`config.mk`:
```
export PLATFORM = sky130hd
export DESIGN_NAME = i3c_ccc_top
export DESIGN_NICKNAME = d
export VERILOG_FILES = /design/src/hdl/i3c_ccc_pkg.sv /design/src/hdl/ccc_framer.sv /design/src/hdl/ccc_decoder.sv /design/src/hdl/ccc_target_state.sv /design/src/hdl/i3c_ccc_top.sv
export VERILOG_INCLUDE_DIRS = /design/src /design/src/include
export SDC_FILE = /design/constraint.sdc
export NUM_CORES = 1
export LEC_CHECK = 0
export BUFFER_PORTS_ARGS = -buffer_cell sky130_fd_sc_hd__buf_2
export CAP_MARGIN = 20
export CORE_UTILIZATION = 35
export CTS_CLUSTER_SIZE = 28
export DETAILED_ROUTE_END_ITERATION = 8
export SYNTH_ARGS = -nofsm -noshare
export SYNTH_HDL_FRONTEND = slang
export SYNTH_SLANG_ARGS = --single-unit
```
`constraint.sdc`:
```
create_clock -name clk_i -period 5.2 [get_ports clk_i]
set_input_delay 1.56 -clock clk_i [delete_from_list [all_inputs] [get_ports clk_i]]
set_output_delay 1.56 -clock clk_i [all_outputs]
set_load 0.01 [all_outputs]
```
`src/include/i3c_ccc_codes.svh`:
```
// CCC code values for the supported subset only; broadcast address is the 7-bit form
`ifndef I3C_CCC_CODES_SVH
`define I3C_CCC_CODES_SVH

// Broadcast CCCs
`define I3C_BCAST_ENEC    8'h00
`define I3C_BCAST_DISEC   8'h01
`define I3C_BCAST_SETMWL  8'h09
`define I3C_BCAST_SETMRL  8'h0A
`define I3C_BCAST_ENTHDR0 8'h20
`define I3C_BCAST_RSTACT  8'h2A

// Direct CCCs
`define I3C_DIRECT_ENEC   8'h80
`define I3C_DIRECT_DISEC  8'h81
`define I3C_DIRECT_SETMWL 8'h89
`define I3C_DIRECT_SETMRL 8'h8A
`define I3C_DIRECT_GETMWL 8'h8B
`define I3C_DIRECT_GETMRL 8'h8C
`define I3C_DIRECT_RSTACT 8'h9A

`define I3C_BROADCAST_ADDR 7'h7E

// RSTACT defining bytes accepted by the target
`define I3C_RSTACT_NO_RESET         8'h00
`define I3C_RSTACT_PERIPHERAL_RESET 8'h01

`endif

```
`src/hdl/i3c_ccc_pkg.sv`:
```
// SDR CCC path only; no ENTDAA, HDR traffic, IBI or parity, and unknown CCCs act as NOP
`default_nettype none

package i3c_ccc_pkg;

  // Reset values of the max write and read lengths
  localparam logic [15:0] DEF_MWL = 16'd64;
  localparam logic [15:0] DEF_MRL = 16'd64;

  // Event enable bits are ENINT, ENCR, ENHJ and one reserved bit
  localparam int unsigned EVT_MASK_W = 4;
  localparam logic [EVT_MASK_W-1:0] EVT_RESET = '1;

  // Framer output classes
  typedef enum logic [2:0] {
    KIND_NONE,
    KIND_CODE,
    KIND_ARG,
    KIND_RDREQ,
    KIND_END
  } ccc_kind_e;

  typedef struct packed {
    ccc_kind_e  kind;
    logic [7:0] data;
    // Saturates at 3
    logic [1:0] arg_idx;
    logic       direct;
    // Always set in a broadcast CCC
    logic       targeted;
    logic       rnw;
    logic       valid;
  } ccc_field_t;

  // Decoder actions
  typedef enum logic [3:0] {
    OP_NOP,
    OP_SET_EVENTS,
    OP_CLR_EVENTS,
    OP_RSTACT,
    OP_ENTER_HDR,
    OP_SET_MWL,
    OP_SET_MRL,
    OP_READ_MWL,
    OP_READ_MRL
  } ccc_op_e;

  typedef struct packed {
    ccc_op_e     op;
    logic [15:0] value;
    logic [1:0]  rd_idx;
    logic        valid;
  } ccc_action_t;

endpackage

`default_nettype wire

```
`src/hdl/ccc_framer.sv`:
```
// Expects at most one bus strobe per cycle; direct CCC arguments follow the target address
`timescale 1ns/1ns
`default_nettype none

`include "i3c_ccc_codes.svh"

module ccc_framer (
  input  wire                     clk_i,
  input  wire                     rst_ni,
  input  wire  [7:0]              bus_byte_i,
  input  wire                     bus_byte_valid_i,
  input  wire                     bus_start_i,
  input  wire                     bus_stop_i,
  input  wire                     bus_rd_req_i,
  input  wire  [6:0]              static_addr_i,
  output i3c_ccc_pkg::ccc_field_t field_o
);

  typedef enum logic [2:0] {
    ST_IDLE,
    ST_ADDR,
    ST_CODE,
    ST_ARGS,
    ST_SKIP
  } state_e;

  state_e     state_q, state_d;
  logic       in_ccc_q, in_ccc_d;
  logic       direct_q, direct_d;
  logic       targeted_q, targeted_d;
  logic       rnw_q, rnw_d;
  logic [1:0] arg_idx_q, arg_idx_d;
  logic [1:0] arg_idx_inc;
  logic       addr_is_bcast;
  logic       addr_is_self;

  i3c_ccc_pkg::ccc_field_t field_d;

  assign addr_is_bcast = (bus_byte_i[7:1] == `I3C_BROADCAST_ADDR);
  assign addr_is_self  = (bus_byte_i[7:1] == static_addr_i);
  assign arg_idx_inc   = (arg_idx_q == 2'd3) ? 2'd3 : arg_idx_q + 2'd1;

  always_comb begin
    state_d    = state_q;
    in_ccc_d   = in_ccc_q;
    direct_d   = direct_q;
    targeted_d = targeted_q;
    rnw_d      = rnw_q;
    arg_idx_d  = arg_idx_q;
    field_d    = '0;

    if (bus_stop_i) begin
      if (in_ccc_q) begin
        field_d.kind = i3c_ccc_pkg::KIND_END;
      end
      state_d    = ST_IDLE;
      in_ccc_d   = 1'b0;
      direct_d   = 1'b0;
      targeted_d = 1'b0;
      rnw_d      = 1'b0;
      arg_idx_d  = 2'd0;
    end else if (bus_start_i) begin
      state_d = ST_ADDR;
      // Sr ends a broadcast CCC but keeps a direct one open
      if (in_ccc_q && !direct_q) begin
        field_d.kind = i3c_ccc_pkg::KIND_END;
        in_ccc_d     = 1'b0;
      end
    end else if (bus_byte_valid_i) begin
      case (state_q)
        ST_ADDR: begin
          if (addr_is_bcast && !bus_byte_i[0]) begin
            state_d    = ST_CODE;
            in_ccc_d   = 1'b1;
            direct_d   = 1'b0;
            targeted_d = 1'b1;
            rnw_d      = 1'b0;
            arg_idx_d  = 2'd0;
          end else if (in_ccc_q && !addr_is_bcast) begin
            // Target address inside a direct CCC
            state_d    = ST_ARGS;
            targeted_d = addr_is_self;
            rnw_d      = bus_byte_i[0];
            arg_idx_d  = 2'd0;
          end else begin
            if (in_ccc_q) begin
              field_d.kind = i3c_ccc_pkg::KIND_END;
            end
            state_d  = ST_SKIP;
            in_ccc_d = 1'b0;
          end
        end
        ST_CODE: begin
          field_d.kind = i3c_ccc_pkg::KIND_CODE;
          field_d.data = bus_byte_i;
          direct_d     = bus_byte_i[7];
          // Direct CCC waits for its target address
          targeted_d   = !bus_byte_i[7];
          arg_idx_d    = 2'd0;
          state_d      = ST_ARGS;
        end
        ST_ARGS: begin
          field_d.kind    = i3c_ccc_pkg::KIND_ARG;
          field_d.data    = bus_byte_i;
          field_d.arg_idx = arg_idx_q;
          arg_idx_d       = arg_idx_inc;
        end
        default: ;
      endcase
    end else if (bus_rd_req_i && in_ccc_q && (state_q == ST_ARGS)) begin
      field_d.kind    = i3c_ccc_pkg::KIND_RDREQ;
      field_d.arg_idx = arg_idx_q;
      arg_idx_d       = arg_idx_inc;
    end

    field_d.direct   = direct_d;
    field_d.targeted = targeted_d;
    field_d.rnw      = rnw_d;
    field_d.valid    = (field_d.kind != i3c_ccc_pkg::KIND_NONE);
  end

  always_ff @(posedge clk_i or negedge rst_ni) begin
    if (!rst_ni) begin
      state_q    <= ST_IDLE;
      in_ccc_q   <= 1'b0;
      direct_q   <= 1'b0;
      targeted_q <= 1'b0;
      rnw_q      <= 1'b0;
      arg_idx_q  <= 2'd0;
      field_o    <= '0;
    end else begin
      state_q    <= state_d;
      in_ccc_q   <= in_ccc_d;
      direct_q   <= direct_d;
      targeted_q <= targeted_d;
      rnw_q      <= rnw_d;
      arg_idx_q  <= arg_idx_d;
      field_o    <= field_d;
    end
  end

endmodule

`default_nettype wire

```
`src/hdl/ccc_decoder.sv`:
```
// One action per completed command or read request; RSTACT accepts defining bytes 00h/01h only
`timescale 1ns/1ns
`default_nettype none

`include "i3c_ccc_codes.svh"

module ccc_decoder (
  input  wire                      clk_i,
  input  wire                      rst_ni,
  input  wire  i3c_ccc_pkg::ccc_field_t field_i,
  output i3c_ccc_pkg::ccc_action_t action_o
);

  logic [7:0] code_q;
  logic       code_vld_q;
  logic [7:0] hi_q;
  logic       wr_ok;
  logic       rd_ok;
  logic       is_code;
  logic       is_arg;
  logic       is_end;

  i3c_ccc_pkg::ccc_action_t action_d;

  assign is_code = field_i.valid && (field_i.kind == i3c_ccc_pkg::KIND_CODE);
  assign is_arg  = field_i.valid && (field_i.kind == i3c_ccc_pkg::KIND_ARG);
  assign is_end  = field_i.valid && (field_i.kind == i3c_ccc_pkg::KIND_END);

  // Broadcast frames always arrive targeted with rnw low
  assign wr_ok = code_vld_q && field_i.targeted && !field_i.rnw;
  assign rd_ok = code_vld_q && field_i.targeted && field_i.rnw && field_i.direct;

  always_comb begin
    action_d = '0;

    if (is_code && (field_i.data == `I3C_BCAST_ENTHDR0)) begin
      action_d.op = i3c_ccc_pkg::OP_ENTER_HDR;
    end else if (is_arg && wr_ok) begin
      case (code_q)
        `I3C_BCAST_ENEC, `I3C_DIRECT_ENEC: begin
          if (field_i.arg_idx == 2'd0) begin
            action_d.op    = i3c_ccc_pkg::OP_SET_EVENTS;
            action_d.value = {8'h00, field_i.data};
          end
        end
        `I3C_BCAST_DISEC, `I3C_DIRECT_DISEC: begin
          if (field_i.arg_idx == 2'd0) begin
            action_d.op    = i3c_ccc_pkg::OP_CLR_EVENTS;
            action_d.value = {8'h00, field_i.data};
          end
        end
        `I3C_BCAST_RSTACT, `I3C_DIRECT_RSTACT: begin
          if ((field_i.arg_idx == 2'd0) &&
              ((field_i.data == `I3C_RSTACT_NO_RESET) ||
               (field_i.data == `I3C_RSTACT_PERIPHERAL_RESET))) begin
            action_d.op    = i3c_ccc_pkg::OP_RSTACT;
            action_d.value = {8'h00, field_i.data};
          end
        end
        `I3C_BCAST_SETMWL, `I3C_DIRECT_SETMWL: begin
          if (field_i.arg_idx == 2'd1) begin
            action_d.op    = i3c_ccc_pkg::OP_SET_MWL;
            action_d.value = {hi_q, field_i.data};
          end
        end
        `I3C_BCAST_SETMRL, `I3C_DIRECT_SETMRL: begin
          if (field_i.arg_idx == 2'd1) begin
            action_d.op    = i3c_ccc_pkg::OP_SET_MRL;
            action_d.value = {hi_q, field_i.data};
          end
        end
        default: ;
      endcase
    end else if (field_i.valid && (field_i.kind == i3c_ccc_pkg::KIND_RDREQ) && rd_ok) begin
      // Read index follows the framer count after the address
      action_d.rd_idx = field_i.arg_idx;
      if (code_q == `I3C_DIRECT_GETMWL) begin
        action_d.op = i3c_ccc_pkg::OP_READ_MWL;
      end else if (code_q == `I3C_DIRECT_GETMRL) begin
        action_d.op = i3c_ccc_pkg::OP_READ_MRL;
      end
    end

    action_d.valid = (action_d.op != i3c_ccc_pkg::OP_NOP);
  end

  always_ff @(posedge clk_i or negedge rst_ni) begin
    if (!rst_ni) begin
      code_vld_q <= 1'b0;
      action_o   <= '0;
    end else begin
      if (is_code) begin
        code_vld_q <= 1'b1;
      end else if (is_end) begin
        code_vld_q <= 1'b0;
      end
      action_o <= action_d;
    end
  end

  // Command code and high byte of two-byte arguments
  always_ff @(posedge clk_i) begin
    if (is_code) begin
      code_q <= field_i.data;
    end
    if (is_arg && (field_i.arg_idx == 2'd0)) begin
      hi_q <= field_i.data;
    end
  end

endmodule

`default_nettype wire

```
`src/hdl/ccc_target_state.sv`:
```
// Reset and response outputs are single-cycle pulses; the consumer cannot stall them
`timescale 1ns/1ns
`default_nettype none

module ccc_target_state (
  input  wire                                      clk_i,
  input  wire                                      rst_ni,
  input  wire  i3c_ccc_pkg::ccc_action_t           action_i,
  input  wire                                      hdr_exit_i,
  output logic                                     hdr_mode_o,
  output logic [i3c_ccc_pkg::EVT_MASK_W-1:0]       event_en_o,
  output logic [15:0]                              max_wl_o,
  output logic [15:0]                              max_rl_o,
  output logic [7:0]                               rst_action_o,
  output logic                                     rst_action_valid_o,
  output logic [7:0]                               rsp_byte_o,
  output logic                                     rsp_valid_o
);

  logic        act_set_evt;
  logic        act_clr_evt;
  logic        act_rstact;
  logic        act_hdr;
  logic        act_mwl;
  logic        act_mrl;
  logic        act_read;
  logic        rsp_fire;
  logic [15:0] rd_len;
  logic [7:0]  rd_byte;

  logic [i3c_ccc_pkg::EVT_MASK_W-1:0] evt_arg;

  assign act_set_evt = action_i.valid && (action_i.op == i3c_ccc_pkg::OP_SET_EVENTS);
  assign act_clr_evt = action_i.valid && (action_i.op == i3c_ccc_pkg::OP_CLR_EVENTS);
  assign act_rstact  = action_i.valid && (action_i.op == i3c_ccc_pkg::OP_RSTACT);
  assign act_hdr     = action_i.valid && (action_i.op == i3c_ccc_pkg::OP_ENTER_HDR);
  assign act_mwl     = action_i.valid && (action_i.op == i3c_ccc_pkg::OP_SET_MWL);
  assign act_mrl     = action_i.valid && (action_i.op == i3c_ccc_pkg::OP_SET_MRL);
  assign act_read    = action_i.valid &&
                       ((action_i.op == i3c_ccc_pkg::OP_READ_MWL) ||
                        (action_i.op == i3c_ccc_pkg::OP_READ_MRL));

  assign evt_arg = action_i.value[i3c_ccc_pkg::EVT_MASK_W-1:0];

  // MSB first, nothing past the second byte
  assign rd_len   = (action_i.op == i3c_ccc_pkg::OP_READ_MRL) ? max_rl_o : max_wl_o;
  assign rd_byte  = action_i.rd_idx[0] ? rd_len[7:0] : rd_len[15:8];
  assign rsp_fire = act_read && !action_i.rd_idx[1];

  always_ff @(posedge clk_i or negedge rst_ni) begin
    if (!rst_ni) begin
      hdr_mode_o         <= 1'b0;
      event_en_o         <= i3c_ccc_pkg::EVT_RESET;
      max_wl_o           <= i3c_ccc_pkg::DEF_MWL;
      max_rl_o           <= i3c_ccc_pkg::DEF_MRL;
      rst_action_valid_o <= 1'b0;
      rsp_valid_o        <= 1'b0;
    end else begin
      // Entry wins over a coincident exit pulse
      if (act_hdr) begin
        hdr_mode_o <= 1'b1;
      end else if (hdr_exit_i) begin
        hdr_mode_o <= 1'b0;
      end

      if (act_set_evt) begin
        event_en_o <= event_en_o | evt_arg;
      end else if (act_clr_evt) begin
        event_en_o <= event_en_o & ~evt_arg;
      end

      if (act_mwl) begin
        max_wl_o <= action_i.value;
      end
      if (act_mrl) begin
        max_rl_o <= action_i.value;
      end

      rst_action_valid_o <= act_rstact;
      rsp_valid_o        <= rsp_fire;
    end
  end

  // Pulse payloads, qualified by their valid flags
  always_ff @(posedge clk_i) begin
    if (act_rstact) begin
      rst_action_o <= action_i.value[7:0];
    end
    if (rsp_fire) begin
      rsp_byte_o <= rd_byte;
    end
  end

endmodule

`default_nettype wire

```
`src/hdl/i3c_ccc_top.sv`:
```
// Bus strobes reach the outputs three cycles later; there is no back-pressure anywhere
`timescale 1ns/1ns
`default_nettype none

module i3c_ccc_top (
  input  wire                                clk_i,
  input  wire                                rst_ni,
  input  wire  [7:0]                         bus_byte_i,
  input  wire                                bus_byte_valid_i,
  input  wire                                bus_start_i,
  input  wire                                bus_stop_i,
  input  wire                                bus_rd_req_i,
  input  wire                                hdr_exit_i,
  input  wire  [6:0]                         static_addr_i,
  output logic                               hdr_mode_o,
  output logic [i3c_ccc_pkg::EVT_MASK_W-1:0] event_en_o,
  output logic [15:0]                        max_wl_o,
  output logic [15:0]                        max_rl_o,
  output logic [7:0]                         rst_action_o,
  output logic                               rst_action_valid_o,
  output logic [7:0]                         rsp_byte_o,
  output logic                               rsp_valid_o
);

  i3c_ccc_pkg::ccc_field_t  field;
  i3c_ccc_pkg::ccc_action_t action;

  ccc_framer u_framer (
    .clk_i            (clk_i),
    .rst_ni           (rst_ni),
    .bus_byte_i       (bus_byte_i),
    .bus_byte_valid_i (bus_byte_valid_i),
    .bus_start_i      (bus_start_i),
    .bus_stop_i       (bus_stop_i),
    .bus_rd_req_i     (bus_rd_req_i),
    .static_addr_i    (static_addr_i),
    .field_o          (field)
  );

  ccc_decoder u_decoder (
    .clk_i    (clk_i),
    .rst_ni   (rst_ni),
    .field_i  (field),
    .action_o (action)
  );

  ccc_target_state u_state (
    .clk_i              (clk_i),
    .rst_ni             (rst_ni),
    .action_i           (action),
    .hdr_exit_i         (hdr_exit_i),
    .hdr_mode_o         (hdr_mode_o),
    .event_en_o         (event_en_o),
    .max_wl_o           (max_wl_o),
    .max_rl_o           (max_rl_o),
    .rst_action_o       (rst_action_o),
    .rst_action_valid_o (rst_action_valid_o),
    .rsp_byte_o         (rsp_byte_o),
    .rsp_valid_o        (rsp_valid_o)
  );

endmodule

`default_nettype wire

```
Word level (Yosys, flattened, before mapping)

Index checks and enable logic that the tools add are counted.
W data, S select, Z words.

Register bits: 118
Logic and storage cells: 207

Reduce and logical (&&, ||, !) cells: 62
Bitwise gates (word level): 3
Equal/unequal tests: 39
Add/sub/neg operators: 1
Multiplexer cells: 77

Operators with widths:

| operator             | number |
|---|---|
| $pmux W20 S5         | 1 |
| $eq A8 B8 Y1 const B | 7 |
| $mux W18             | 3 |
| $mux W19             | 2 |
| $mux W3              | 12 |
| $mux W16             | 2 |
| $mux W4              | 7 |
| $logic_and A1 B1 Y1  | 26 |
| $mux W1              | 26 |
| $mux W2              | 13 |
| $mux W8              | 3 |
| $mux W10             | 2 |
| $reduce_and A4 Y1    | 5 |
| $reduce_bool A3 Y1   | 6 |
| $mux W17             | 1 |
| $eq A4 B3 Y1 const B | 4 |
| $eq A8 B1 Y1 const B | 2 |
| $eq A8 B4 Y1 const B | 2 |
| $eq A8 B6 Y1 const B | 2 |
| $logic_not A8 Y1     | 2 |
| $eq A3 B2 Y1 const B | 4 |
| $reduce_or A2 Y1     | 6 |
| $reduce_bool A2 Y1   | 5 |
| $pmux W3 S3          | 1 |
| 28 further kinds     | 38 |

Depth between registers and ports, before layout

Gate-level depths: netlist of run 1.

Depth in word-level cells: 10
Depth in mapped cells: 5

By module

A second synthesis of run 1 with hierarchy kept.

Cell total of the unflattened synthesis: 361
Area total of the unflattened synthesis: 5,097.4 um2

Modules (own cells, without submodules):

| module           | cells an instance | area an instance (um2) | times used |
|---|---|---|---|
| ccc_target_state | 128               | 2,285.9                | 1 |
| ccc_decoder      | 119               | 1,617.8                | 1 |
| ccc_framer       | 114               | 1,193.6                | 1 |

Worst setup path after synthesis of run 1

Ideal clock, no wire load.

Kind: input port to flip-flop
Start point: input port bus_byte_valid_i
End point: register u_framer.field_o[2] (netlist name)
Setup slack: 2.428 ns
Required time: 5.099 ns
Library setup time: 0.101 ns
Arrival time: 2.671 ns
Stages: 5
Path through: clkbuf_1 nor2b_1 nand2_1 a2111o_1 o32ai_1

Cells in the longest elaborated chain, start to end: 2

Ends and longest elaborated chain:

| item                         | RTL line          | source |
|---|---|---|
| start, declared              | i3c_ccc_top.sv:9  | `input wire bus_byte_valid_i,` |
| $reduce_bool A2 Y1 (no line) | -                 |  |
| $reduce_and A4 Y1 (no line)  | -                 |  |
| end signal, assigned         | ccc_framer.sv:138 | `field_o <= field_d;` |
| end, declared                | ccc_framer.sv:16  | `output i3c_ccc_pkg::ccc_field_t field_o` |

No other way between the ends.
A chain may end at the register's enable or synchronous reset.

Worst setup path in the final report of run 1

Start point: input port bus_byte_i[1]
End point: register u_framer.field_o[2] (netlist name)

Cells in the longest elaborated chain, start to end: 7

Ends and longest elaborated chain:

| item                                           | RTL line                           | source |
|---|---|---|
| start, declared                                | i3c_ccc_top.sv:8                   | `input wire [7:0] bus_byte_i,` |
| $eq A7 B7 Y1 (on tied branches)                | -                                  |  |
| $mux W1 or $logic_and A1 B1 Y1 (tied branches) | ccc_framer.sv:79, ccc_framer.sv:72 |  |
| $mux W1                                        | ccc_framer.sv:72                   | `if (addr_is_bcast && !bus_byte_i[0]) begin` |
| $pmux W1 S2                                    | ccc_framer.sv:70                   | `case (state_q)` |
| $mux W1                                        | ccc_framer.sv:69                   | `end else if (bus_byte_valid_i) begin` |
| $mux W1                                        | ccc_framer.sv:62                   | `end else if (bus_start_i) begin` |
| $mux W1                                        | ccc_framer.sv:52                   | `if (bus_stop_i) begin` |

Several ways; a longest one is shown, not always the timed one. The select of a mux whose other input is x is not followed.

==> results of run 1 <==
where the power goes:
| group | internal [uW] | switching [uW] |
|---|---|---|
| Combinational | 17.0 | 32.7 |
| Clock | 657 | 416 |
| Sequential | 950 | 2.09 |
worst max-delay path, delay by kind of cell:
family | cells | cell delay, ns
AOI/OAI and AO/OA | 2 | 0.41
buffers and inverters | 1 | 0.12
and+or+nand+nor | 2 | 0.95
path summary, 6_finish.rpt:
kind | startpoint | to | slack (ns) | depth (start not counted)
worst min register to register | u_decoder.hi_q[0] | u_decoder.action_o[11] | 0.45 | 1
min in group asynchronous | rst_ni | u_decoder.action_o[16] | 1.04 | 1
worst min-delay path | u_decoder.hi_q[0] | u_decoder.action_o[11] | 0.45 | 1
max in group asynchronous | rst_ni | asynchronous set/reset pin | 3.52 | 2
worst max register to register | u_decoder.action_o[21] | u_state.max_rl_o[12] | 3.03 | 3
worst max-delay path | bus_byte_i[1] | u_framer.field_o[2] | 2.46 | 5
metrics by stage:
step	instances	power, uW	hold WS (ns)	cell area, um^2	worst slack [ns]
2_1_floorplan	371	988	0.427	4970	2.43
3_3_place_gp	615	1020	0.431	5550	2.11
3_5_place_dp	615	1020	0.437	5550	2.09
4_1_cts	647	2100	0.448	6110	2.50
5_1_grt	648	2140	0.469	6130	2.29
6_report	648	2070	0.448	6130	2.46
logic make-up (layout without fill, tap and decap cells):
logic type,after synthesis,in the layout
mux,43,43
xor+xnor,9,9
simple gates,120,120
compound gates,55,55
flops,118,118
buf+inv,26,123
cell type report:
| cell class | instances | area [um^2] | area share |
|---|---|---|---|
| clock buffers | 17 | 425 | 0.0694 |
| clock inverters | 15 | 130 | 0.0212 |
| inverters | 10 | 37.5 | 0.00612 |
| multi-input cells | 227 | 1750 | 0.286 |
| flip-flops and latches | 118 | 3120 | 0.509 |
| well taps | 180 | 225 | 0.0367 |
| repair buffers | 81 | 440 | 0.0718 |
layer usage:
metal  global-route usage  share of wire
met1                0.194           0.44
met2                0.255           0.49
met3               0.0456          0.054
met4               0.0602          0.017
met5                    0              0
registers in the layout (all words and copies together), names as in the netlist, named ones only:
register,count
u_state.max_rl_o,16
u_framer.arg_idx_q,2
u_state.hdr_mode_o,1
u_state.rst_action_o,8
u_state.max_wl_o,16
u_framer.field_o,17
u_framer.state_q,3
u_framer.in_ccc_q,1
u_decoder.action_o,23
u_decoder.code_vld_q,1
u_state.rsp_byte_o,8
u_decoder.hi_q,8
u_decoder.code_q,8
u_state.rsp_valid_o,1
u_state.rst_action_valid_o,1
cell usage in the layout (no fill, tap or decap), types with 8 or more instances in the layout:
cell                        instances
sky130_fd_sc_hd__a21oi_1           15
sky130_fd_sc_hd__and2_1            14
sky130_fd_sc_hd__and3_1             9
sky130_fd_sc_hd__buf_2             75
sky130_fd_sc_hd__clkbuf_16         17
sky130_fd_sc_hd__dfrtp_1           80
sky130_fd_sc_hd__edfxtp_1          32
sky130_fd_sc_hd__inv_1             10
sky130_fd_sc_hd__mux2_2            32
sky130_fd_sc_hd__mux4_2             8
sky130_fd_sc_hd__nand2_1           16
sky130_fd_sc_hd__nor3_1            12
sky130_fd_sc_hd__nor3b_1            9
sky130_fd_sc_hd__o21ai_0           14
sky130_fd_sc_hd__xor2_1             9
synth_stat cells (3+ instances only):
cell type / n / area [um^2]
sky130_fd_sc_hd__dfrtp_1: 80 / 2000
sky130_fd_sc_hd__edfxtp_1: 32 / 961
sky130_fd_sc_hd__mux2_2: 32 / 360
sky130_fd_sc_hd__nand2_1: 16 / 60.1
sky130_fd_sc_hd__a21oi_1: 15 / 75.1
sky130_fd_sc_hd__and2_1: 14 / 87.6
sky130_fd_sc_hd__o21ai_0: 14 / 70.1
sky130_fd_sc_hd__nor3_1: 12 / 60.1
sky130_fd_sc_hd__clkbuf_1: 11 / 41.3
sky130_fd_sc_hd__inv_1: 10 / 37.5
sky130_fd_sc_hd__and3_1: 9 / 56.3
sky130_fd_sc_hd__nor3b_1: 9 / 67.6
sky130_fd_sc_hd__xor2_1: 9 / 78.8
sky130_fd_sc_hd__mux4_2: 8 / 180
sky130_fd_sc_hd__a31oi_1: 6 / 37.5
sky130_fd_sc_hd__dfstp_2: 6 / 158
sky130_fd_sc_hd__nand2b_1: 6 / 37.5
sky130_fd_sc_hd__nand4b_1: 6 / 52.6
sky130_fd_sc_hd__nor2_1: 6 / 22.5
sky130_fd_sc_hd__nor2b_1: 6 / 37.5
sky130_fd_sc_hd__nor4_1: 6 / 37.5
sky130_fd_sc_hd__a211oi_1: 4 / 30.0
sky130_fd_sc_hd__and3b_1: 4 / 35.0
sky130_fd_sc_hd__buf_2: 4 / 20.0
sky130_fd_sc_hd__nand3_1: 4 / 20.0
sky130_fd_sc_hd__or4_1: 4 / 30.0
sky130_fd_sc_hd__mux2i_1: 3 / 30.0
sky130_fd_sc_hd__nand4_1: 3 / 18.8
sky130_fd_sc_hd__nor4b_1: 3 / 26.3
sky130_fd_sc_hd__or3_1: 3 / 18.8
==> impl_results.md, run 1 <==
* Req. time, crit path at 5.50 ns
* Post-detailed-route via-to-cell ratio at 5.13
* Max Clock Skew at 0.00745 ns
* Layout filler cell count at 1299
* Area of the die at 0.0147 mm^2
* Number of antenna repair diodes at 0
* Max Fanout on Critical Path at 7
* Number of global-route vias before repair at 3311
* HPWL reported at the end of detailed placement at 7460 um
* Type of the worst setup path: input pin to register
* Kind of start point of the critical path: input pin
* Max Slew Vio Count at 0
* Fraction of the mapped netlist area in compound gates at 0.0705
* Max-Slew Margin vs Limit at 0.365
* First-pass GRT wire length at 17200 um
* Signed area change from the synthesized netlist to the final layout at 23.4%
* Hold buffers post-CTS at 0
* Clock Pin Slew Worst Setup and Hold Paths at 0.05 ns
* WL/cell at 16.3 um
* Initial standard-cell utilization of the core at 0.358
* Clock root buffer: sky130_fd_sc_hd__clkbuf_16
* Core Box Area at 0.0139 mm^2
* Post-synthesis instance area at 0.00497 mm^2
* Async set-reset flop share out of synthesis at 0.729
* DRC violations left at 0
* Final net count at 477
* Setup repair after global routing missed its margin: false
* Number of antenna-violating nets in the routed design at 0
* Final RePlAce weighted congestion at 0.871
* Yosys cell types at 52
* Setup crit end kind: register
* Count of input and output buffers at 76
* Clk_lat worst skew at 0.41 ns
* Max-cap violations at 0
* Pin count of the biggest net entering global routing at 87
* Cts repair resizes at 0
* Count of warnings emitted by yosys at 0
* Drt first-iter violations at 163
* Main synth FF type: sky130_fd_sc_hd__dfrtp_1
* Critical path's slowest cell: sky130_fd_sc_hd__nor3_1
* Post-CTS setup buffers at 0
* Final hold violation count at 0
* Outcome: finished, final reports clean
* TritonCTS clock tree: built
* Class of the most critical hold timing path: register to register
* Width of the die at 121 um
* Wire length reported by the detailed router at 10600 um
* Num ports at 77
* Utilization after layout at 0.442
* Synthesized-area fraction occupied by and/or/nand/nor cells at 0.151
* Share of synthesized area spent on multiplexers at 0.115
* Detailed-routing iteration count for the pre-antenna-repair pass at 4
* Die Ht at 121 um
* Maximum buffer depth of the clock tree at 2
* Largest stage delay on the critical path at 0.65 ns
* Maximum VDD drop at 0.234 mV
* Post-synthesis net count at 393
* Synthesized area divided by synthesized cell count at 13.4 um^2
* Summed negative setup slack over all endpoints at 0 ns
* Share of the clock period used by the worst path after layout at 0.526
* Final critical delay including setup and external delays at 2.74 ns
* Share of synthesized area occupied by flip-flops and latches at 0.628
* Num rows at 43
* Via Count at 3325
* Count of flip-flops with a built-in enable after synthesis at 32
* Total routing usage reported by global routing at 0.156
* Antenna violations before repair at 0
* Fraction of synthesized cell area in xor and xnor cells at 0.0159
* Fraction of layout instances using a drive strength above 1 at 0.344
* Data arrival, critical path at 3.04 ns
* CP Cell Sequence: buf_2 > nand4b_1 > nor3_1 > a211oi_1 > o32ai_1
* Final setup fails at 0
* Slew at the pin with the worst max-slew slack at 0.948 ns
* TritonCTS Sinks at 118
* Number of CTS-inserted buffers at 17
* Adder and majority gate portion of the synthesized area at 0
* Register bit count reported by yosys at 118
* F_max at 366 MHz
* Level count of the clock H-tree at 4
* Combinational family with the most area after synthesis: simple AND/OR/NAND/NOR gates
* Post-Syn Instances at 371
* Overflow left after global routing at 0
* Power per unit of standard cell area at 338 mW/mm^2
* Static leakage at 0.00287 uW
Note: power is estimated with default switching activity, not from simulation.
==> inputs of run 2 (changes only) <==
==> constraint.sdc (replaced) <==
create_clock -name clk_i -period 2.63 [get_ports clk_i]
set_input_delay 0.789 -clock clk_i [delete_from_list [all_inputs] [get_ports clk_i]]
set_output_delay 0.789 -clock clk_i [all_outputs]
set_load 0.01 [all_outputs]
==> run 2 against run 1 <==
Die area stayed put; sequential share of layout area is 0.92 points lower; clock skew is 0.0036 ns higher; critical path type is now register to register.
==> impl_results.md, run 2 (same netlist as run 1, synthesis figures left out) <==
* Outcome: finished, final reports clean
* CP Cell Sequence: or4_1 > nor3_1 > and3b_1 > and2_1
* Length in cells of the worst reg-to-reg path at 4 (+1)
* Max Fanout on Critical Path at 8 (+1)
* Final net count at 482 (+1.0%)
* Total routing usage reported by global routing at 0.153 (-0.00303)
* Antenna violations before repair at 0 (unchanged)
* Static leakage at 0.00292 uW (+1.8%)
* Global route hottest layer: met2
* Largest stage delay on the critical path at 0.63 ns (-0.02 ns)
* Max-cap violations at 0 (unchanged)
* Most used cells in the layout excluding fill and tap cells: sky130_fd_sc_hd__dfrtp_1, sky130_fd_sc_hd__buf_2, sky130_fd_sc_hd__mux2_2, sky130_fd_sc_hd__edfxtp_1, sky130_fd_sc_hd__clkbuf_16
* Reg-to-Reg Start: u_decoder.code_q[5]
* Wire length reported by the detailed router at 10500 um (-0.93%)
* Core Box Area at 0.0139 mm^2 (unchanged)
* Drt first-iter violations at 164 (+0.61%)
* Number of antenna repair diodes at 0 (unchanged)
* Reg with most FFs: u_decoder.action_o
* Via Count at 3364 (+1.2%)
* Share of the clock period used by the worst path after layout at 0.791
* Met1 usage in global routing at 0.189 (-0.00465)
* Number of global-route vias before repair at 3342 (+0.94%)
* DRC violations left at 0 (unchanged)
* Power per unit of standard cell area at 702 mW/mm^2 (+110%)
* Area occupied by multi-input gates at 0.00175 mm^2 (unchanged)
* Post-CTS setup buffers at 0 (unchanged)
* Final setup fails at 0 (unchanged)
* Pin count of the biggest net entering global routing at 37 (-57%)
* Num ports at 77 (unchanged)
* Max-Slew Margin vs Limit at 0.498 (+0.133)
* Maximum VDD drop at 0.528 mV (+130%)
* Signed area change from the synthesized netlist to the final layout at 25.6%
* Slew at the pin with the worst max-slew slack at 0.743 ns (-0.205 ns)
* Setup repair after global routing missed its margin: false
* Clock Pin Slew Worst Setup and Hold Paths at 0.05 ns (about the same)
* Worst-case hold slack at 0.328 ns (-0.120 ns)
* First-pass GRT wire length at 16900 um (-1.8%)
* Maximum buffer depth of the clock tree at 2 (unchanged)
* Clk_lat worst skew at 0.41 ns (about the same)
* Width of the die at 121 um (unchanged)
* Summed negative setup slack over all endpoints at 0 ns (unchanged)
* Final hold violation count at 0 (unchanged)
* Hold buffers post-CTS at 0 (unchanged)
* Area of the die at 0.0147 mm^2 (unchanged)
* F_max at 481 MHz
* Met3 demand-to-capacity share in global routing at 0.0423 (-0.00329)
* Overflow left after global routing at 0 (unchanged)
* Count of input and output buffers at 76 (unchanged)
* Cts repair resizes at 0 (unchanged)
* Number of CTS-inserted buffers at 17 (unchanged)
* FF+latch area at 0.00312 mm^2 (unchanged)
* WL/cell at 16.0 um (-1.7%)
* Final RePlAce weighted congestion at 0.860 (-1.3%)
* Setup crit end kind: register
* Biggest registers after layout: u_decoder.action_o: 23 flops, u_framer.field_o: 17 flops
* Max Clock Skew at 0.0110 ns (+0.00357 ns)
* Initial standard-cell utilization of the core at 0.358 (unchanged)
* Number of antenna-violating nets in the routed design at 0 (unchanged)
* Detailed-routing iteration count for the pre-antenna-repair pass at 5 (+1)
* Post-detailed-route via-to-cell ratio at 5.15 (+0.40%)
* Fraction of layout instances using a drive strength above 1 at 0.351 (+0.00693)
* M2 GR Usage at 0.249 (-0.00679)
* Final critical delay including setup and external delays at 2.08 ns
* Reg-to-reg slack, setup at 0.55 ns (-2.48 ns)
* Level count of the clock H-tree at 4 (unchanged)
* Class of the most critical hold timing path: input pin to asynchronous set/reset pin
* Layout filler cell count at 1277 (-1.7%)
* Endpoint of the lowest-slack register-to-register path: u_decoder.action_o[13]
* Clock root buffer: sky130_fd_sc_hd__clkbuf_16
* Type of the worst setup path: register to register
* Die Ht at 121 um (unchanged)
* Critical path's slowest cell: sky130_fd_sc_hd__or4_1
* Max FFs per register at 23 (unchanged)
* TritonCTS clock tree: built
* TritonCTS Sinks at 118 (unchanged)
* Num rows at 43 (unchanged)
* HPWL reported at the end of detailed placement at 7490 um (+0.45%)
* Most common cell after layout, fill and taps aside: sky130_fd_sc_hd__dfrtp_1
* Data arrival, critical path at 2.42 ns (-0.62 ns)
* Kind of start point of the critical path: register
* Max Slew Vio Count at 0 (unchanged)
* Req. time, crit path at 2.97 ns (-2.53 ns)
-- run 2: final cells by class --
cell class                      instances  share of cell area
Clock buffer                           22              0.0793
Clock inverter                         10              0.0228
Inverter                               10             0.00601
Multi-Input combinational cell        227               0.281
Sequential cell                       118               0.500
Tap cell                              180              0.0361
Timing Repair Buffer                   86              0.0753
-- run 2: layer usage --
metal,wire length (um),vias up
met1,4620,1662
met4,109,0
met2,5150,128
li1,-,1564
met3,578,10
met5,0,-
-- run 2: how the worst max path moves through the flow --
stage | cells past startpoint | slack, ns | startpoint | endpoint
after CTS | 4 | 0.54 | u_decoder.code_q[5] | u_decoder.action_o[17]
after global routing | 4 | 0.41 | u_decoder.code_q[5] | u_decoder.action_o[16]
after global placement | 5 | 0.50 | bus_byte_i[1] | u_framer.field_o[2]
after detailed placement | 5 | 0.45 | bus_byte_i[1] | u_framer.field_o[0]
final | 4 | 0.55 | u_decoder.code_q[5] | u_decoder.action_o[13]
after floorplan | 5 | 0.38 | u_decoder.action_o[20] | u_state.rsp_byte_o[0]
-- run 2: worst max-delay path: cells and delay by family, from the launching register on --
kind,cells,cell delay (ns)
DFF,1,0.44
and+or+nand+nor,4,1.58
-- run 2: per-stage QoR --
stage / utilization / instance area [um^2] / power, uW / cells / setup WS, ns
finish: 0.450 / 6250 / 4380 / 653 / 0.550
global placement: 0.404 / 5610 / 2010 / 621 / 0.498
CTS: 0.450 / 6250 / 4450 / 653 / 0.544
detailed placement: 0.404 / 5610 / 2010 / 621 / 0.448
floorplan: - / 4970 / 1950 / 371 / 0.382
global route: 0.450 / 6250 / 4530 / 653 / 0.415
-- run 2: power breakdown --
group          internal (uW)  total [uW]  leakage, uW  switching (uW)
Clock                   1620        2400     0.000300             782
Combinational           33.4        96.3      0.00111            62.9
Sequential              1880        1880      0.00151            4.26
Total                   3530        4380      0.00292             849
